File: config.mk
export PLATFORM = sky130hd
export DESIGN_NAME = arm_core
export DESIGN_NICKNAME = d
export VERILOG_FILES = /design/src/design/arm_pkg.sv /design/src/design/arm_fetch.sv /design/src/design/arm_pipe_reg.sv /design/src/design/arm_decode.sv /design/src/design/arm_regfile.sv /design/src/design/arm_forward.sv /design/src/design/arm_shifter.sv /design/src/design/arm_alu.sv /design/src/design/arm_branch_cond.sv /design/src/design/arm_core.sv
export SDC_FILE = /design/constraint.sdc
export NUM_CORES = 2
export LEC_CHECK = 0
export BUFFER_PORTS_ARGS = -buffer_cell sky130_fd_sc_hd__buf_2
export CORE_MARGIN = 3
export CORE_UTILIZATION = 45
export DETAILED_ROUTE_END_ITERATION = 10
export PLACE_DENSITY = 0.58
export SYNTH_ARGS = -nofsm -noshare
export SYNTH_HDL_FRONTEND = slang
export SYNTH_SLANG_ARGS = --single-unit
File: constraint.sdc
create_clock -name clk -period 24.3 [get_ports clk]
set_input_delay 4.86 -clock clk [delete_from_list [all_inputs] [get_ports clk]]
set_output_delay 4.86 -clock clk [all_outputs]
set_load 0.02 [all_outputs]
File: src/design/arm_pkg.sv
// Core package with the word, register, opcode and pipeline payload types
package arm_pkg;

  typedef logic [31:0] word_t;
  typedef logic [3:0]  reg_idx_t;

  // Values 0..7 and 12..15 line up with the instruction opcode field
  typedef enum logic [3:0] {
    alu_and = 4'h0,
    alu_eor = 4'h1,
    alu_sub = 4'h2,
    alu_rsb = 4'h3,
    alu_add = 4'h4,
    alu_adc = 4'h5,
    alu_sbc = 4'h6,
    alu_rsc = 4'h7,
    alu_orr = 4'hc,
    alu_mov = 4'hd,
    alu_bic = 4'he,
    alu_mvn = 4'hf
  } alu_op_e;

  typedef enum logic [3:0] {
    eq, ne, cs, cc, mi, pl, vs, vc,
    hi, ls, ge, lt, gt, le, al, nv
  } cond_e;

  typedef struct packed {
    logic n;
    logic z;
    logic c;
    logic v;
  } flags_t;

  typedef struct packed {
    word_t pc_next;  // Fetch address plus 4
    word_t instr;
  } fetch_pkt_t;

  typedef struct packed {
    alu_op_e     alu_op;
    logic        set_flags;
    logic        rf_write;
    logic        is_branch;
    cond_e       cond;
    reg_idx_t    rd;
    word_t       op_a;
    word_t       op_m;
    logic        imm_mode;
    logic [11:0] shift_field;  // Instruction bits 11:0
    word_t       target;
  } id_ex_t;

  typedef struct packed {
    logic     rf_write;
    reg_idx_t rd;
    word_t    result;
  } ex_wb_t;

endpackage

File: src/design/arm_fetch.sv
// Fetch stage holding the program counter with branch redirect and hold
module arm_fetch #(
  parameter arm_pkg::word_t pc_reset = '0
) (
  input  logic           clk,
  input  logic           reset,
  input  logic           fetch_valid,
  input  logic           redirect,
  input  arm_pkg::word_t target,
  output arm_pkg::word_t fetch_addr,
  output arm_pkg::word_t pc_next
);

  logic [31:0] pc;

  assign fetch_addr = pc;
  assign pc_next    = pc + 32'd4;

  always_ff @(posedge clk or posedge reset) begin
    if (reset) begin
      pc <= pc_reset;
    end else if (redirect) begin
      pc <= target;  // Taken branch wins over sequential fetch
    end else if (fetch_valid) begin
      pc <= pc_next;
    end
  end

endmodule

File: src/design/arm_pipe_reg.sv
// Pipeline stage register with a valid bit and flush
module arm_pipe_reg #(
  parameter type payload_t = logic
) (
  input  logic     clk,
  input  logic     reset,
  input  logic     flush,
  input  logic     in_valid,
  input  payload_t in_data,
  output logic     out_valid,
  output payload_t out_data
);

  always_ff @(posedge clk or posedge reset) begin
    if (reset) begin
      out_valid <= 1'b0;
    end else begin
      out_valid <= in_valid & ~flush;  // Flush turns the slot into a bubble
    end
  end

  always_ff @(posedge clk) begin
    out_data <= in_data;
  end

endmodule

File: src/design/arm_decode.sv
// Instruction decoder producing the execute control fields and branch target
module arm_decode (
  input  arm_pkg::fetch_pkt_t if_id,
  input  arm_pkg::word_t      op_a,
  input  arm_pkg::word_t      op_m,
  output arm_pkg::reg_idx_t   rn,
  output arm_pkg::reg_idx_t   rm,
  output arm_pkg::id_ex_t     id_ex
);
  import arm_pkg::*;

  word_t      instr;
  logic [3:0] opcode;
  logic       is_dp;
  logic       is_b;
  logic       is_cmp;
  word_t      offset;

  assign instr  = if_id.instr;
  assign opcode = instr[24:21];
  assign rn     = instr[19:16];
  assign rm     = instr[3:0];
  assign is_dp  = (instr[27:26] == 2'b00);   // Bit 25 picks the operand form
  assign is_b   = (instr[27:25] == 3'b101);
  assign is_cmp = (opcode[3:2] == 2'b10);    // TST TEQ CMP CMN
  assign offset = {{6{instr[23]}}, instr[23:0], 2'b00};

  always_comb begin
    case (opcode)
      4'h0, 4'h8: id_ex.alu_op = alu_and;
      4'h1, 4'h9: id_ex.alu_op = alu_eor;
      4'h2, 4'ha: id_ex.alu_op = alu_sub;
      4'h3:       id_ex.alu_op = alu_rsb;
      4'h4, 4'hb: id_ex.alu_op = alu_add;
      4'h5:       id_ex.alu_op = alu_adc;
      4'h6:       id_ex.alu_op = alu_sbc;
      4'h7:       id_ex.alu_op = alu_rsc;
      4'hc:       id_ex.alu_op = alu_orr;
      4'hd:       id_ex.alu_op = alu_mov;
      4'he:       id_ex.alu_op = alu_bic;
      default:    id_ex.alu_op = alu_mvn;
    endcase

    // Anything outside data processing and B retires without effect
    id_ex.set_flags = is_dp & (instr[20] | is_cmp);
    id_ex.rf_write  = is_dp & ~is_cmp;
    id_ex.is_branch = is_b;

    id_ex.cond        = cond_e'(instr[31:28]);  // Only used by branches
    id_ex.rd          = instr[15:12];
    id_ex.op_a        = op_a;
    id_ex.op_m        = op_m;
    id_ex.imm_mode    = instr[25];
    id_ex.shift_field = instr[11:0];
    id_ex.target      = if_id.pc_next + offset;
  end

endmodule

File: src/design/arm_regfile.sv
// Register file of sixteen 32-bit registers, two read ports and one write port
module arm_regfile (
  input  logic              clk,
  input  logic              reset,
  input  arm_pkg::reg_idx_t rn,
  input  arm_pkg::reg_idx_t rm,
  input  logic              we,
  input  arm_pkg::reg_idx_t wa,
  input  arm_pkg::word_t    wd,
  output arm_pkg::word_t    rd_n,
  output arm_pkg::word_t    rd_m
);
  import arm_pkg::*;

  word_t regs [16];

  always_ff @(posedge clk or posedge reset) begin
    if (reset) begin
      for (int i = 0; i < 16; i++) begin
        regs[i] <= '0;
      end
    end else if (we) begin
      regs[wa] <= wd;
    end
  end

  // No internal bypass, same-cycle writes come through forwarding
  assign rd_n = regs[rn];
  assign rd_m = regs[rm];

endmodule

File: src/design/arm_forward.sv
// Operand forwarding from execute and writeback into decode
module arm_forward (
  input  arm_pkg::reg_idx_t rn,
  input  arm_pkg::reg_idx_t rm,
  input  arm_pkg::word_t    rd_n,
  input  arm_pkg::word_t    rd_m,
  input  logic              ex_valid,
  input  arm_pkg::ex_wb_t   ex_out,
  input  logic              wb_valid,
  input  arm_pkg::ex_wb_t   wb_out,
  output arm_pkg::word_t    op_a,
  output arm_pkg::word_t    op_m
);
  import arm_pkg::*;

  // Youngest producer first
  function automatic word_t pick(reg_idx_t idx, word_t rf_val);
    word_t val;
    if (ex_valid && ex_out.rf_write && ex_out.rd == idx) begin
      val = ex_out.result;
    end else if (wb_valid && wb_out.rf_write && wb_out.rd == idx) begin
      val = wb_out.result;
    end else begin
      val = rf_val;
    end
    return val;
  endfunction

  assign op_a = pick(rn, rd_n);
  assign op_m = pick(rm, rd_m);

endmodule

File: src/design/arm_shifter.sv
// Barrel shifter for the second ALU operand
module arm_shifter (
  input  arm_pkg::word_t op_m,
  input  logic [11:0]    shift_field,
  input  logic           imm_mode,
  output arm_pkg::word_t op_b
);

  logic [4:0]  amount;
  logic [63:0] rot_src;
  logic [63:0] rot_out;

  always_comb begin
    if (imm_mode) begin
      amount  = {shift_field[11:8], 1'b0};          // Twice the rotate field
      rot_src = {2{24'd0, shift_field[7:0]}};
    end else begin
      amount  = shift_field[11:7];
      rot_src = {op_m, op_m};
    end
    rot_out = rot_src >> amount;

    if (imm_mode || shift_field[6:5] == 2'b11) begin
      op_b = rot_out[31:0];                         // Rotate right
    end else if (amount == 5'd0) begin
      op_b = op_m;
    end else if (shift_field[6:5] == 2'b00) begin
      op_b = op_m << amount;                        // LSL
    end else if (shift_field[6:5] == 2'b01) begin
      op_b = op_m >> amount;                        // LSR
    end else begin
      op_b = $signed(op_m) >>> amount;              // ASR
    end
  end

endmodule

File: src/design/arm_alu.sv
// ALU computing the data-processing result and the next condition flags
module arm_alu (
  input  arm_pkg::word_t   a,
  input  arm_pkg::word_t   b,
  input  arm_pkg::alu_op_e op,
  input  arm_pkg::flags_t  flags_in,
  output arm_pkg::word_t   result,
  output arm_pkg::flags_t  flags_out
);
  import arm_pkg::*;

  word_t       add_x;
  word_t       add_y;
  logic        add_cin;
  logic        arith;
  logic [32:0] sum;

  always_comb begin
    // One adder serves all arithmetic, subtraction by inverted operand
    add_x   = a;
    add_y   = b;
    add_cin = 1'b0;
    arith   = 1'b1;
    case (op)
      alu_add: add_cin = 1'b0;
      alu_adc: add_cin = flags_in.c;
      alu_sub: begin
        add_y   = ~b;
        add_cin = 1'b1;
      end
      alu_sbc: begin
        add_y   = ~b;
        add_cin = flags_in.c;  // Carry set means no borrow
      end
      alu_rsb: begin
        add_x   = b;
        add_y   = ~a;
        add_cin = 1'b1;
      end
      alu_rsc: begin
        add_x   = b;
        add_y   = ~a;
        add_cin = flags_in.c;
      end
      default: arith = 1'b0;
    endcase
    sum = {1'b0, add_x} + {1'b0, add_y} + {32'd0, add_cin};

    case (op)
      alu_and: result = a & b;
      alu_eor: result = a ^ b;
      alu_orr: result = a | b;
      alu_mov: result = b;
      alu_bic: result = a & ~b;
      alu_mvn: result = ~b;
      default: result = sum[31:0];
    endcase

    flags_out.n = result[31];
    flags_out.z = (result == '0);
    if (arith) begin
      flags_out.c = sum[32];
      flags_out.v = (add_x[31] == add_y[31]) && (sum[31] != add_x[31]);
    end else begin
      flags_out.c = flags_in.c;  // Logical ops keep C and V
      flags_out.v = flags_in.v;
    end
  end

endmodule

File: src/design/arm_branch_cond.sv
// Branch condition evaluation against the current flags
module arm_branch_cond (
  input  arm_pkg::cond_e  cond,
  input  arm_pkg::flags_t flags,
  output logic            taken
);
  import arm_pkg::*;

  always_comb begin
    case (cond)
      eq:      taken = flags.z;
      ne:      taken = ~flags.z;
      cs:      taken = flags.c;
      cc:      taken = ~flags.c;
      mi:      taken = flags.n;
      pl:      taken = ~flags.n;
      vs:      taken = flags.v;
      vc:      taken = ~flags.v;
      hi:      taken = flags.c & ~flags.z;
      ls:      taken = ~flags.c | flags.z;
      ge:      taken = (flags.n == flags.v);
      lt:      taken = (flags.n != flags.v);
      gt:      taken = ~flags.z & (flags.n == flags.v);
      le:      taken = flags.z | (flags.n != flags.v);
      al:      taken = 1'b1;
      default: taken = 1'b0;  // nv never branches
    endcase
  end

endmodule

File: src/design/arm_core.sv
// Four-stage pipelined core top with fetch, decode, execute and writeback
module arm_core #(
  parameter arm_pkg::word_t pc_reset = '0
) (
  input  logic            clk,
  input  logic            reset,
  input  logic            fetch_valid,
  input  arm_pkg::word_t  fetch_instr,
  output arm_pkg::word_t  fetch_addr,
  output logic            wb_valid,
  output arm_pkg::ex_wb_t wb
);
  import arm_pkg::*;

  word_t      pc_next;
  fetch_pkt_t if_id_d;
  fetch_pkt_t if_id_q;
  logic       if_id_valid;

  reg_idx_t rn;
  reg_idx_t rm;
  word_t    rd_n;
  word_t    rd_m;
  word_t    op_a;
  word_t    op_m;
  id_ex_t   id_ex_d;
  id_ex_t   id_ex_q;
  logic     id_ex_valid;

  word_t  op_b;
  word_t  alu_result;
  flags_t alu_flags;
  flags_t flags;
  logic   taken;
  logic   redirect;
  ex_wb_t ex_wb_d;

  arm_fetch #(.pc_reset(pc_reset)) fetch0 (
    .clk, .reset, .fetch_valid, .redirect,
    .target(id_ex_q.target),
    .fetch_addr, .pc_next
  );

  assign if_id_d = '{pc_next: pc_next, instr: fetch_instr};

  arm_pipe_reg #(.payload_t(fetch_pkt_t)) if_id_reg (
    .clk, .reset,
    .flush(redirect),
    .in_valid(fetch_valid), .in_data(if_id_d),
    .out_valid(if_id_valid), .out_data(if_id_q)
  );

  arm_decode decode0 (
    .if_id(if_id_q), .op_a, .op_m, .rn, .rm,
    .id_ex(id_ex_d)
  );

  arm_regfile regfile0 (
    .clk, .reset, .rn, .rm,
    .we(wb_valid & wb.rf_write), .wa(wb.rd), .wd(wb.result),
    .rd_n, .rd_m
  );

  arm_forward forward0 (
    .rn, .rm, .rd_n, .rd_m,
    .ex_valid(id_ex_valid), .ex_out(ex_wb_d),
    .wb_valid, .wb_out(wb),
    .op_a, .op_m
  );

  arm_pipe_reg #(.payload_t(id_ex_t)) id_ex_reg (
    .clk, .reset,
    .flush(redirect),
    .in_valid(if_id_valid), .in_data(id_ex_d),
    .out_valid(id_ex_valid), .out_data(id_ex_q)
  );

  arm_shifter shifter0 (
    .op_m(id_ex_q.op_m), .shift_field(id_ex_q.shift_field),
    .imm_mode(id_ex_q.imm_mode), .op_b
  );

  arm_alu alu0 (
    .a(id_ex_q.op_a), .b(op_b), .op(id_ex_q.alu_op),
    .flags_in(flags), .result(alu_result), .flags_out(alu_flags)
  );

  arm_branch_cond branch_cond0 (.cond(id_ex_q.cond), .flags, .taken);

  assign redirect = id_ex_valid & id_ex_q.is_branch & taken;
  assign ex_wb_d  = '{rf_write: id_ex_q.rf_write, rd: id_ex_q.rd, result: alu_result};

  always_ff @(posedge clk or posedge reset) begin
    if (reset) begin
      flags <= '0;
    end else if (id_ex_valid && !id_ex_q.is_branch && id_ex_q.set_flags) begin
      flags <= alu_flags;  // Visible to the next branch in execute
    end
  end

  arm_pipe_reg #(.payload_t(ex_wb_t)) ex_wb_reg (
    .clk, .reset,
    .flush(1'b0),
    .in_valid(id_ex_valid), .in_data(ex_wb_d),
    .out_valid(wb_valid), .out_data(wb)
  );

endmodule

After elaboration in Yosys (flattened, before gate mapping)
Memories as Yosys holds them, arrays and structs flattened. A register that Yosys moved wholly into a read port is not among the register bits.
Index checks and enable logic that the tools add are counted.
Widths: inputs -> output; s select.
Word-level totals
  bits in latches: 0
  input port bits: 35
  output and inout port bits: 70
  register bits after elaboration: 772
  word-level logic and storage cells: 168
  ROM bits: 64
  bits in writable memories: 0
  memories: 1
Memories
  (no name shown): depth 16, width 4, rd ports 1, clocked after memory_dff 1, wr ports 0, line arm_decode.sv:29  | case (opcode)
Operators by class
  divide/modulo/power cells: 0
  mux-type cells: 27
  multipliers: 0
  reductions and logical operators: 25
  add/sub/neg operators: 4
  bitwise logic cells: 27
  shifts and indexed selects: 4
  equality and inequality tests: 37
  $lt $le $gt $ge: 4
Operators by type and width (count)
  $bwmux 512: 1
  $mux 32: 16
  $bmux 32 s4: 2
  $pmux 32 s6: 1
  $demux 32 s4: 1
  $and 32x32->32: 2
  $mux 64: 1
  $not 32->32: 2
  $pmux 32 s2: 1
  $shr 64x5->32: 1
  $eq 4x4->1 const B: 11
  $add 32x32->33: 1
  $add 33x1->33: 1
  $add 32x3->32 const B: 1
  $add 32x32->32: 1
  $eq 4x3->1 const B: 8
  $logic_not 32->1: 1
  $or 32x32->32: 1
  $shl 32x5->32: 1
  $shr 32x5->32: 1
  $sshr 32x5->32: 1
  $xor 32x32->32: 1
  $eq 4x2->1 const B: 4
  $eq 4x4->1: 4
  other kinds (26): 63

Logic depth before layout (Yosys ltp)
  depth after elaboration: 12
  mapped depth: 28
  mapped depth without buffers: 22

Modules after synthesis
A second synthesis with hierarchy kept.
Second synthesis, totals
  cell total of the unflattened synthesis: 4663
  area total of the unflattened synthesis: 49791.5 µm²
Modules (own cells, without submodules)
  arm_regfile: sequential area each 12812.3 µm², instances 1, cells each 1681, area an instance 26629.3 µm²
  arm_shifter: sequential area each 0.0 µm², instances 1, cells each 828, area an instance 5965.7 µm²
  arm_alu: sequential area each 0.0 µm², instances 1, cells each 897, area an instance 5333.9 µm²
  arm_decode: sequential area each 0.0 µm², instances 1, cells each 356, area an instance 2546.2 µm²
  arm_pipe_reg at id_ex_reg: sequential area each 2507.4 µm², instances 1, cells each 127, area an instance 2524.9 µm²
  arm_fetch: sequential area each 800.8 µm², instances 1, cells each 293, area an instance 2414.8 µm²
  arm_forward: sequential area each 0.0 µm², instances 1, cells each 333, area an instance 1874.3 µm²
  arm_pipe_reg at if_id_reg: sequential area each 1306.3 µm², instances 1, cells each 67, area an instance 1323.8 µm²
  arm_pipe_reg at ex_wb_reg: sequential area each 765.7 µm², instances 1, cells each 40, area an instance 783.3 µm²
  arm_core: sequential area each 100.1 µm², instances 1, cells each 13, area an instance 201.4 µm²
  arm_branch_cond: sequential area each 0.0 µm², instances 1, cells each 28, area an instance 193.9 µm²

Worst setup path before layout
Ideal clock, no wire load.
  path kind: input-to-reg
  start point: in fetch_valid
  end point: reg fetch0.pc[7], in the netlist fetch0.fetch_addr[7]
  path buffers: 2
  slack: 18.424 ns
  required time: 24.217 ns
  data arrival time: 5.793 ns
  stages on the path: 5
  library setup time: 0.083 ns
  cells stage by stage: clkbuf_1 > clkbuf_1 > nand2_1 > xor2_1 > o21ai_0
On the way
  word-level cells in the longest chain between the ends: 1
Ends and longest elaborated chain
  start, declared: line arm_core.sv:7  | input logic fetch_valid,
  $reduce_bool 2->1 (no line)
  end signal, assigned: line arm_fetch.sv:21  | pc <= pc_reset;
  end signal, assigned: line arm_fetch.sv:23  | pc <= target;
  end signal, assigned: line arm_fetch.sv:25  | pc <= pc_next;
  end, declared: line arm_fetch.sv:14  | logic [31:0] pc;
No other way between the ends.
A chain may end at the register's enable or synchronous reset.

Final worst setup path
  start point: reg id_ex_reg.out_data[41] (netlist bit)
  end point: reg, netlist name flags[2]
On the way
  word-level cells in the longest chain between the ends: 11
  elaborated cells between the ends (all ways): 20
  classes of those cells: add/sub (2); shift (4); mux (7); bitwise (5); reduce/logical (2)
Ends and longest elaborated chain
  start, declared: line arm_pipe_reg.sv:11  | output payload_t out_data
  start signal, assigned: line arm_pipe_reg.sv:23  | out_data <= in_data;
  $sshr 32x5->32 / $shr 32x5->32 (equally long branches): line arm_shifter.sv:32, arm_shifter.sv:30
  $mux 32: line arm_shifter.sv:29  | end else if (shift_field[6:5] == 2'b01) begin
  $mux 32: line arm_shifter.sv:27  | end else if (shift_field[6:5] == 2'b00) begin
  $mux 32: line arm_shifter.sv:25  | end else if (amount == 5'd0) begin
  $mux 32 (*): line arm_shifter.sv:23  | if (imm_mode || shift_field[6:5] == 2'b11) begin
  $not 32->32
  $pmux 32 s2: line arm_alu.sv:24  | case (op)
  $add 32x32->33: line arm_alu.sv:47  | sum = {1'b0, add_x} + {1'b0, add_y} + {32'd0, add_cin};
  $add 33x1->33: line arm_alu.sv:47
  $pmux 32 s6 (*): line arm_alu.sv:49  | case (op)
  via alu0.result[24]: line arm_alu.sv:7  | output arm_pkg::word_t result,
  $logic_not 32->1 (*): line arm_alu.sv:60  | flags_out.z = (result == '0);
Mark *: on every way through the listed nets, which the timed path passes. The rest lies on a longest branch.

==> metrics <==
status=finished, final reports clean; Leak Pwr=22.91 nW; synth top area cells=dfrtp_1, mux4_2, mux2_2; CP Launch Type=register; RSZ-0062 raised after global routing=false; Routed WL=170.1 mm; critical path's slowest cell=buf_4; DRT iter0 DRCs=4562; initial antenna violation count=3; max-cap violations=0; syn_area_per_cell=11.39 um2; core area=about 0.11 mm2; setup ws final=~16000 ps; crit-path most repeated cell=a21oi_1; Post-Synth Adder-Cell Area=2.513%; synthesized area=0.04869 mm2; Die X=approximately 330 um; register area=approximately 0.018 mm2; I/O pin count=105; deepest clock path buffer count=3; Worst-path clk slew=80 ps; share of cells above drive strength 1=around a third; FF-to-FF End=flags[2]; Die Height=~330 um; post-DP HPWL=112.4 mm; Peak Freq=0.1267 GHz; worst path cell trace=buf_4, mux2i_1, nand3_1, nand4b_1, o2bb2ai_1, o211ai_1, a21oi_1, a211oi_1, a21oi_1, ha_1, o21ai_0, o21ai_0, or4b_2, a21oi_1, a211oi_1, o21bai_1, a31oi_1, xor2_1, a221oi_1, a21oi_1, nand4_1, nand2_1; Initial Util=45.42%; worst hold start=if_id_reg.out_data[28]; post-synthesis mux area share=about a third; Reg2Reg Launch Point=id_ex_reg.out_data[41]; P&R area growth vs syn=9.470%; most instantiated cells after synthesis=mux2_2, dfrtp_1, mux4_2, nand2_1, clkbuf_1; H-tree levels=3; crit-path max cell delay=770 ps; worst hold slack=301.2 ps; Main synth FF type=dfrtp_1; asr flop ratio synth=around 70%; vias post-DR=37640; Post-CTS Hold Buffers=0; Final Hold Fails=0; Worst Path Arrival=roughly 8400 ps; wire per inst=30.02 um; total track usage=a little under a third; synthesized flop and latch total=776; yosys warns=0; area occupied by multi-input gates=0.02858 mm2; PostCTS Resize Cnt=0; register area share after synthesis=a little under two fifths; Placer Congestion=1.060; Layout Nets=about 4300; first drt pass iteration count=7; Final min period=7893 ps; slew of the pin with the lowest slew margin=1279 ps; Final period util=32.48%; critical path class=reg -> reg; crit path max fanout=54; Yosys top cell area share=28.32%; hold endpoint=id_ex_reg.out_data[113]; Distinct cells, synth=106; Reg2Reg Depth=22; number of global-route vias before repair=37060; Synth Area in Compound Gates=between 10% and 20%; clk_lat worst skew=670 ps; Post-CTS Setup Inserts=0; number of clock sinks=776; dpl cells=approximately 5500; Slew Limit Fails=0; Detail Route Antenna Nets=0; crit end category=register; largest net degree at the start of global routing=157; Post-Synth Simple-Gate Area=7.918%; port bufs=104; pwr/cell area=86.83 mW/mm2; CTS tree=built; first-pass GRT wire length=253.0 mm; XOR/XNOR Fraction of Synth Area=2.231%; Slew Limit Headroom=14.50%; number of synthesized flops with an enable pin=0; Syn Inst Count=4274; most numerous cell in the Yosys netlist=mux2_2; largest family of logic cells by synthesized area=multiplexers; Final Setup Violations=0; gr ovfl total=0; Root Buffer=clkbuf_16; Req. time, crit path=about 25000 ps; leading area contributor after synthesis=dfrtp_1; hold path depth=0; DIE AREA=0.1122 mm2; Tightest Hold Check Type=reg -> reg; Layout fillers=roughly 9700; Setup TNS Final=0 ps; reg-to-reg slack, setup=16410 ps; setup slack at placement=16060 ps; DRC Markers=0; fin cells=about 5700; Via density=6.644; syn_nets=4405; Power, Total=4.628 mW; clk_skew=45.60 ps; VDD IR max=65.77 uV; CTS buffer count=84; Row Count=120
==> cells by family (layout without fill, tap and decap cells) <==
logic type      after synthesis  after routing
xor+xnor                    124            124
buf+inv                     464            451
simple gates                826            826
flops                       776            776
fa+ha+maj                    96             96
other cells                   0              2
mux                        1127           1127
compound gates              861            861
==> power by group <==
group,total [mW],internal (mW),switching [mW]
registers,1.85,1.55,0.295
clock network,1.35,0.799,0.555
logic,1.43,0.637,0.792
total,4.63,2.99,1.64
==> worst max path at each step <==
stage | endpoint | start | slack (ps) | depth (start not counted)
after floorplan | ex_wb_reg.out_valid | reset | 4030 | 1
after global placement | regfile0.regs[371] | reset | 16080 | 5
after detailed placement | regfile0.regs[371] | reset | 16060 | 5
after CTS | flags[2] | id_ex_reg.out_data[39] | 16650 | 23
after global routing | flags[2] | id_ex_reg.out_data[41] | 16170 | 23
final | flags[2] | id_ex_reg.out_data[41] | 16410 | 22
==> stage by stage <==
stage | cell area (um2) | utilization, %
4_1_cts | 53290 | 49.71
2_1_floorplan | 48690 | -
6_report | 53300 | 49.72
3_3_place_gp | 50350 | 46.97
5_1_grt | 53290 | 49.71
3_5_place_dp | 50350 | 46.97
==> cell type report <==
cell class | count | area share, %
inverters | 81 | 0.5845
well taps | 1403 | 3.294
repair buffers | 212 | 2.568
diodes | 2 | 0.009390
multi-input cells | 3034 | 53.63
clock inverters | 31 | 0.7817
clock buffers | 127 | 4.740
flip-flops and latches | 776 | 34.39
==> placed cells by master (no fill, tap or decap), drive strengths merged, types with 20 or more instances in the layout <==
cell / n
nor2b: 23
nand3: 61
mux4: 361
nor3: 50
a21o: 28
o22ai: 32
mux2: 568
xor2: 68
dfrtp: 551
buf: 212
and3: 35
dfxtp: 225
clkbuf: 127
xnor2: 56
a21oi: 240
nand2: 270
clkinv: 21
ha: 93
o211ai: 51
a211oi: 53
nand4: 20
inv: 82
o21ai: 172
nor2: 246
mux2i: 198
nand2b: 29
a31oi: 37
==> worst max-delay path: cells and delay by family (launching register included) <==
| kind | cells | cell delay, ps |
|---|---|---|
| AOI/OAI and AO/OA | 13 | 3790 |
| xor gates and xnor gates | 1 | 160 |
| adders and majority gates | 1 | 380 |
| buffers and inverters | 1 | 770 |
| DFF | 1 | 740 |
| muxes | 1 | 310 |
| and+or+nand+nor | 5 | 1510 |
==> state kept, by name, indices dropped and copies added (netlist names) <==
| name | count |
|---|---|
| regfile0.regs | 512 |
| ex_wb_reg.out_valid | 1 |
| if_id_reg.out_valid | 1 |
| ex_wb_reg.out_data | 37 |
| id_ex_reg.out_valid | 1 |
| fetch0.fetch_addr | 32 |
| flags | 4 |
| id_ex_reg.out_data | 124 |
| if_id_reg.out_data | 64 |
==> routing by layer <==
layer  vias to the layer above  GRT usage, %  part of all wire [%]
met5                         -             0                0.0076
met4                         2         12.19                   4.7
met3                       456         6.542                   9.0
met2                      1864         46.30                    45
met1                     19250         41.30                    41
li1                      16070             -                     -
(Power assumes the default switching activity.)
